File: src/verilog/modred_pkg.sv
package modred_pkg;

	parameter int MODULUS = 503;
	parameter int RES_W = 9;
	parameter int CHUNK_W = 6;
	parameter int FOLD_K = 2 ** RES_W - MODULUS; // 512 is congruent to 9.

	parameter int APB_ADDR_W = 8;
	parameter int APB_DATA_W = 32;

	parameter logic [APB_ADDR_W-1:0] ADDR_OPERAND_BASE = 8'h00; // word n sits at 4 times n.
	parameter logic [APB_ADDR_W-1:0] ADDR_CTRL = 8'h40;
	parameter logic [APB_ADDR_W-1:0] ADDR_STATUS = 8'h44;
	parameter logic [APB_ADDR_W-1:0] ADDR_RESULT = 8'h48;

	// weight of chunk position pos, which is 64 to the power pos reduced mod 503.
	function automatic logic [RES_W-1:0] chunk_weight(input int unsigned pos);
		int unsigned w;
		w = 1;
		for (int unsigned i = 0; i < pos; i++)
			w = (w << CHUNK_W) % MODULUS;
		return RES_W'(w);
	endfunction

	// two folding passes bring any 16-bit sum below 1024 without changing it mod 503.
	function automatic logic [RES_W:0] fold_residue(input logic [15:0] sum);
		logic [RES_W+2:0] once;
		once = (RES_W+3)'(sum[RES_W-1:0])
			+ (RES_W+3)'(sum[15:RES_W]) * (RES_W+3)'(FOLD_K);
		return (RES_W+1)'(once[RES_W-1:0])
			+ (RES_W+1)'(once[RES_W+2:RES_W]) * (RES_W+1)'(FOLD_K);
	endfunction

endpackage

File: src/verilog/modred_sum_fold.sv
module modred_sum_fold #(
	parameter int OPERAND_W = 500,
	localparam int N_CHUNKS = (OPERAND_W + modred_pkg::CHUNK_W - 1) / modred_pkg::CHUNK_W
) (
	input  logic                                  pclk,
	input  logic                                  rst_n,
	input  logic [N_CHUNKS*modred_pkg::RES_W-1:0] residues,
	input  logic                                  residues_valid,
	output logic [modred_pkg::RES_W-1:0]          result,
	output logic                                  result_valid
);

	import modred_pkg::*;

	// number of nodes on tree level lvl, where level 0 holds the chunk residues.
	function automatic int level_count(input int lvl);
		int c;
		c = N_CHUNKS;
		for (int i = 0; i < lvl; i++)
			c = (c + 2) / 3;
		return c;
	endfunction

	function automatic int level_offset(input int lvl);
		int o;
		o = 0;
		for (int i = 0; i < lvl; i++)
			o = o + level_count(i);
		return o;
	endfunction

	function automatic int tree_levels();
		int l;
		l = 0;
		while (level_count(l) > 1)
			l++;
		return l;
	endfunction

	localparam int TREE_LEVELS = tree_levels();
	localparam int TOTAL_NODES = level_offset(TREE_LEVELS) + 1;

	logic [RES_W:0] nodes [TOTAL_NODES]; // all levels side by side, root last.
	logic [RES_W:0] root;
	logic [RES_W:0] trim_a;
	logic [RES_W:0] trim_b;

	for (genvar i = 0; i < N_CHUNKS; i++)
	begin : leaf_g
		assign nodes[i] = (RES_W+1)'(residues[i*RES_W +: RES_W]);
	end

	for (genvar l = 0; l < TREE_LEVELS; l++)
	begin : level_g
		for (genvar j = 0; j < level_count(l + 1); j++)
		begin : node_g
			logic [RES_W:0] legs [3];

			for (genvar k = 0; k < 3; k++)
			begin : leg_g
				if (3 * j + k < level_count(l))
				begin : live_g
					assign legs[k] = nodes[level_offset(l) + 3 * j + k];
				end
				else
				begin : pad_g
					assign legs[k] = '0;
				end
			end

			assign nodes[level_offset(l + 1) + j] =
				fold_residue(16'(legs[0]) + 16'(legs[1]) + 16'(legs[2]));
		end
	end

	assign root = nodes[TOTAL_NODES-1]; // already folded below 1024.

	always_comb
	begin
		trim_a = (root >= MODULUS) ? root - (RES_W+1)'(MODULUS) : root;
		trim_b = (trim_a >= MODULUS) ? trim_a - (RES_W+1)'(MODULUS) : trim_a;
	end

	always_ff @(posedge pclk)
	begin
		if (residues_valid)
			result <= trim_b[RES_W-1:0];
	end

	always_ff @(posedge pclk)
	begin
		if (!rst_n)
			result_valid <= 1'b0;
		else
			result_valid <= residues_valid;
	end

endmodule

File: config.mk
export PLATFORM = sky130hd
export DESIGN_NAME = modred_sum_fold
export DESIGN_NICKNAME = d
export VERILOG_FILES = /design/src/verilog/modred_pkg.sv /design/src/verilog/modred_sum_fold.sv
export SDC_FILE = /design/constraint.sdc
export NUM_CORES = 2
export LEC_CHECK = 0
export ABC_AREA = 1
export BUFFER_PORTS_ARGS = -buffer_cell sky130_fd_sc_hd__buf_2
export CORE_AREA = 2 2 303 305
export CTS_CLUSTER_DIAMETER = 120
export DETAILED_ROUTE_END_ITERATION = 8
export DIE_AREA = 0 0 305 307
export PLACE_DENSITY_LB_ADDON = 0.12
export SYNTH_ARGS = -nofsm -noshare
export SYNTH_HDL_FRONTEND = slang
export SYNTH_SLANG_ARGS = --single-unit
File: constraint.sdc
create_clock -name pclk -period 35 [get_ports pclk]
set_input_delay 7 -clock pclk [delete_from_list [all_inputs] [get_ports pclk]]
set_output_delay 7 -clock pclk [all_outputs]
set_load 0.01 [all_outputs]
* Yosys cells after proc, flatten, opt, wreduce, memory -nomap -nowiden
Index checks and enable logic that the tools add are counted.
Storage, ports and cells: register bits after elaboration 10, bits in latches 0, RAM bits 0, ROM bits 0, input port bits 759, output and inout bits 10, word-level logic and storage cells 271, memories 0
Cells by class: add/sub/neg operators 175, multiply operators 90, divide/modulo/power cells 0, $lt $le $gt $ge 2, equality and inequality tests 0, shift operators 0, mux-type cells 2, bitwise logic cells 0, reduce and logical (&&, ||, !) cells 0
Operators with widths (number):
- $add A9 B5 Y10 | 48
- $add A10 B9 Y11 | 28
- $add A9 B6 Y10 | 29
- $add A9 B9 Y10 | 28
- $mul A1 B4 Y5 const B | 48
- $mul A2 B4 Y6 const B | 29
- $add A11 B10 Y12 | 13
- $add A10 B10 Y11 | 14
- $add A9 B7 Y10 | 13
- $mul A3 B4 Y7 const B | 13
- $ge A10 B9 Y1 const B | 2
- $mux W10 | 1
- $sub A10 B9 Y10 const B | 1
- $mux W9 | 1
- $sub A9 B9 Y9 const B | 1

* Depth between registers and ports, before layout
depth after elaboration 33, mapped depth 142, gate-level depth less buffers 142

* Least setup slack after synthesis
No wires, ideal clock.
path type input to register, from in residues[568] in the netlist's numbering, to reg result[6] in the netlist's numbering (data pin), setup time 0.251 ns, arrival 28.024 ns, data required time 34.749 ns, path slack 6.725 ns, cell stages on the path 137, buffers on the path 1, path through fa_1 > ha_1 > inv_1 > fa_1 > o31ai_1 > a21oi_1 > o21bai_1 > nand2_1 > nand2_1 > a21oi_1 > xor2_1 > ha_1 > ha_1 > inv_1 > fa_1 > o21ai_0 > nand2_1 > a21oi_1 > [101 not listed] > nor2_4 > ha_1 > inv_1 > nor2_1 > nand2_2 > nand2_4 > nand2_2 > nand2_4 > nand2_2 > nor2_4 > nand4_4 > buf_6 > nand2_2 > inv_2 > nor2_4 > nand4_4 > nand3_1 > inv_1
On the way: longest elaborated chain between the ends 32, elaborated cells between the ends (all ways) 34, classes of those cells add/sub: 20; mul: 10; order compare: 2; mux: 2
Ends and longest elaborated chain:
- start: declaration | RTL line modred_sum_fold.sv:7 | input logic [N_CHUNKS*modred_pkg::RES_W-1:0] residues,
- $add A9 B9 Y10 * | RTL line modred_sum_fold.sv:72 | fold_residue(16'(legs[0]) + 16'(legs[1]) + 16'(legs[2]));
- $add A10 B9 Y11 * | RTL line modred_sum_fold.sv:72
- $mul A2 B4 Y6 | RTL line modred_pkg.sv:29 | + (RES_W+3)'(sum[15:RES_W]) * (RES_W+3)'(FOLD_K);
- $add A9 B6 Y10 * | RTL line modred_pkg.sv:29
- $mul A1 B4 Y5 | RTL line modred_pkg.sv:31 | + (RES_W+1)'(once[RES_W+2:RES_W]) * (RES_W+1)'(FOLD_K);
- $add A9 B5 Y10 * | RTL line modred_pkg.sv:31
- $add A10 B10 Y11 * | RTL line modred_sum_fold.sv:72
- $add A11 B10 Y12 * | RTL line modred_sum_fold.sv:72
- [17 not listed]
- $add A9 B6 Y10 * | RTL line modred_pkg.sv:29
- $mul A1 B4 Y5 | RTL line modred_pkg.sv:31
- $add A9 B5 Y10 * | RTL line modred_pkg.sv:31
- $sub A10 B9 Y10 / $ge A10 B9 Y1 (equally long branches) | RTL line modred_sum_fold.sv:80 | trim_a = (root >= MODULUS) ? root - (RES_W+1)'(MODULUS) : root;
- $mux W10 * | RTL line modred_sum_fold.sv:80
- $sub A9 B9 Y9 / $ge A10 B9 Y1 (equally long branches) | RTL line modred_sum_fold.sv:81 | trim_b = (trim_a >= MODULUS) ? trim_a - (RES_W+1)'(MODULUS) : trim_a;
- $mux W9 * | RTL line modred_sum_fold.sv:81
- named net trim_b[6] | RTL line modred_sum_fold.sv:46 | logic [RES_W:0] trim_b;
- end signal: assignment | RTL line modred_sum_fold.sv:87 | result <= trim_b[RES_W-1:0];
- end: declaration | RTL line modred_sum_fold.sv:9 | output logic [modred_pkg::RES_W-1:0] result,
Mark *: on every way through the listed nets, which the timed path passes. The rest lies on a longest branch. A chain may end at the register's enable or synchronous reset.

* Worst setup path after layout
from in residues[568] in the netlist's numbering, to reg result[8] in the netlist's numbering (data pin)
The elaborated chain is that of the path after synthesis.

==> flow_metrics.py <==
metrics = {
    "cells_and_area": {
        "final_cells": 6440,
        "fin_util": 0.469,
        "drive_above_1_share": 0.171,
        "antenna_cells": 0,
        "area_growth_pct": 14.5,
        "nets": 7339,
    },
    "timing": {
        "fmaxAchievable_ghz": 0.0331,
        "drv_slew": 0,
        "worst-slew-pin-transition_ps": 570,
        "setup_viol_count_final": 0,
        "max_slew_margin": 0.617,
        "setup_slack_ps": 4770,
        "fin_crit_sh": 0.864,
        "tns_ps": 0,
        "hold_viol": 0,
        "rsz0062_at_grt": "no",
        "layout_min_cycle_time_ps": 30230,
    },
    "job": {
        "cap_violations": 0,
    },
    "drt": {
        "drt_iter0_markers": 632,
        "top_layer": "met4",
        "wl_per_cell_um": 13.1,
        "wl_met3_um": 2250,
        "dr_total_vias": 29839,
        "ant_nets": 0,
        "routed_wl_um": 84400,
        "drc_errors": 0,
        "met2_wirelength_um": 42100,
        "met1_length_um": 39700,
        "drtPass1Iterations": 4,
        "routed_via_density": 4.63,
    },
    "cts": {
        "cts_setup_buffers": 0,
        "cts_resized": 0,
        "clock_sinks": 10,
        "clk_pin_slew_ps": 40,
        "root_buffer": "clkbuf_16",
        "cts-htree-levels": 1,
        "clk_path_buf_depth": 2,
        "postCtsHoldBufs": 0,
        "cts_buffers": 3,
        "cts_tree": "built",
    },
    "place": {
        "dp_cells": 6436,
        "place_congestion": 0.869,
        "dpl_worst_slack_ps": 4520,
        "io_buffers": 768,
        "dp_hpwl_um": 81800,
    },
    "floorplanning": {
        "fp.dieW_um": 305,
        "dieHeight_um": 307,
        "core_um2": 90700,
        "dieArea_um2": 93600,
        "rows": 111,
        "start_util": 0.409,
        "ios": 769,
    },
    "synthesis": {
        "yosys-top-cells-count": "inv_1 (1054), ha_1 (803), nand2_1 (526), fa_1 (522), a21oi_1 (324)",
        "synth_cell_types": 52,
        "syn-num-nets": 6567,
        "ys_seq_elements": 10,
        "yosys.cell_count.top_type": "inv_1",
        "yosys.area.top_type_share": 0.282,
        "async_flop_share": 0,
        "yosysTopAreaCell": "fa_1",
        "synth_edf_count": 9,
        "synth-main-ff-cell": "edfxtp_1",
        "syn_area_um2": 37100,
        "yosysSeqAreaShare": 0.00782,
        "postSynthCellCount": 4483,
        "ys.warnings.count": 0,
        "synth_area_leaders": "fa_1 (28%), ha_1 (27%), inv_1 (11%)",
        "syn_area_per_cell_um2": 8.28,
    },
    "global_routing": {
        "grt_pass1_wl_um": 144000,
        "overflow": 0,
        "first_global_vias": 31276,
        "grt_max_degree": 14,
        "grt_antenna_before_repair": 0,
        "grtUsageTotal": 0.183,
    },
    "setup_path": {
        "crit_fanout": 13,
        "cp.arrival_ps": 30220,
        "critPathMaxStageDelay_ps": 560,
        "worstPathRequired_ps": 34990,
        "crit_path_start": "residues[568]",
        "slowest_stage": "fa_1",
        "cp-end-kind": "flop",
        "crit_path_frequent_cell": "inv_1",
        "worstSetupStartpointType": "input pin",
        "path_class": "in -> reg",
        "crit_path_end": "result[8]",
    },
    "hold_path": {
        "hp-class": "in -> reg",
    },
    "outcome": {
        "status": "completed",
    },
}
registers in the layout, summed over array words and instances (netlist names):
register	flops
result	9
result_valid	1
worst min-delay path by stage:
stage	start	end	cells past startpoint
after floorplan	residues_valid	result_valid	2
after global placement	rst_n	result_valid	3
after detailed placement	rst_n	result_valid	3
after CTS	rst_n	result_valid	3
after global routing	rst_n	result_valid	3
final	rst_n	result_valid	3
cell type report:
cell class | instances | area [µm²]
sequential | 10 | 290
clock buffer | 4 | 78.8
multi-input combinational | 3405 | 32800
tap | 1186 | 1480
timing repair buffer | 768 | 3840
fill | 9180 | 48200
inverter | 1067 | 4010
per-stage QoR:
stage	hold WS (ps)	instance area (µm²)
2_1_floorplan	7090	37100
3_3_place_gp	7180	42400
3_5_place_dp	7180	42400
4_1_cts	6950	42500
5_1_grt	6970	42500
6_report	6950	42500
critical path, delay by kind of cell:
family,cells,cell delay [ps]
buffers and inverters,29,1940
AOI/OAI and AO/OA,23,3450
and+or+nand+nor,48,6400
adders and majority gates,38,10990
xor gates and xnor gates,2,410
routing by layer:
metal / up-vias / global-route usage
met5: - / 0
met2: 429 / 0.337
met4: 0 / 0.00921
met1: 13688 / 0.246
li1: 15692 / -
met3: 30 / 0.00903
placed cells by master, fill, tap and decap left out, drive strengths merged, types with 123 or more instances in the layout:
master and n:
fa 522, buf 768, xnor2 256, nand2 551, nor2 181, inv 1067, a21oi 326, nand3 123
xor2 229, ha 803
cells by family after synthesis:
group,after synthesis,synth area share
compound gates,604,0.0928
flops,10,0.00782
buf+inv,1068,0.108
xor+xnor,485,0.116
fa+ha+maj,1325,0.552
simple gates,991,0.123
Power is not shown: default switching activity piles up to over one toggle a cycle in this logic, so the estimate is an artifact.
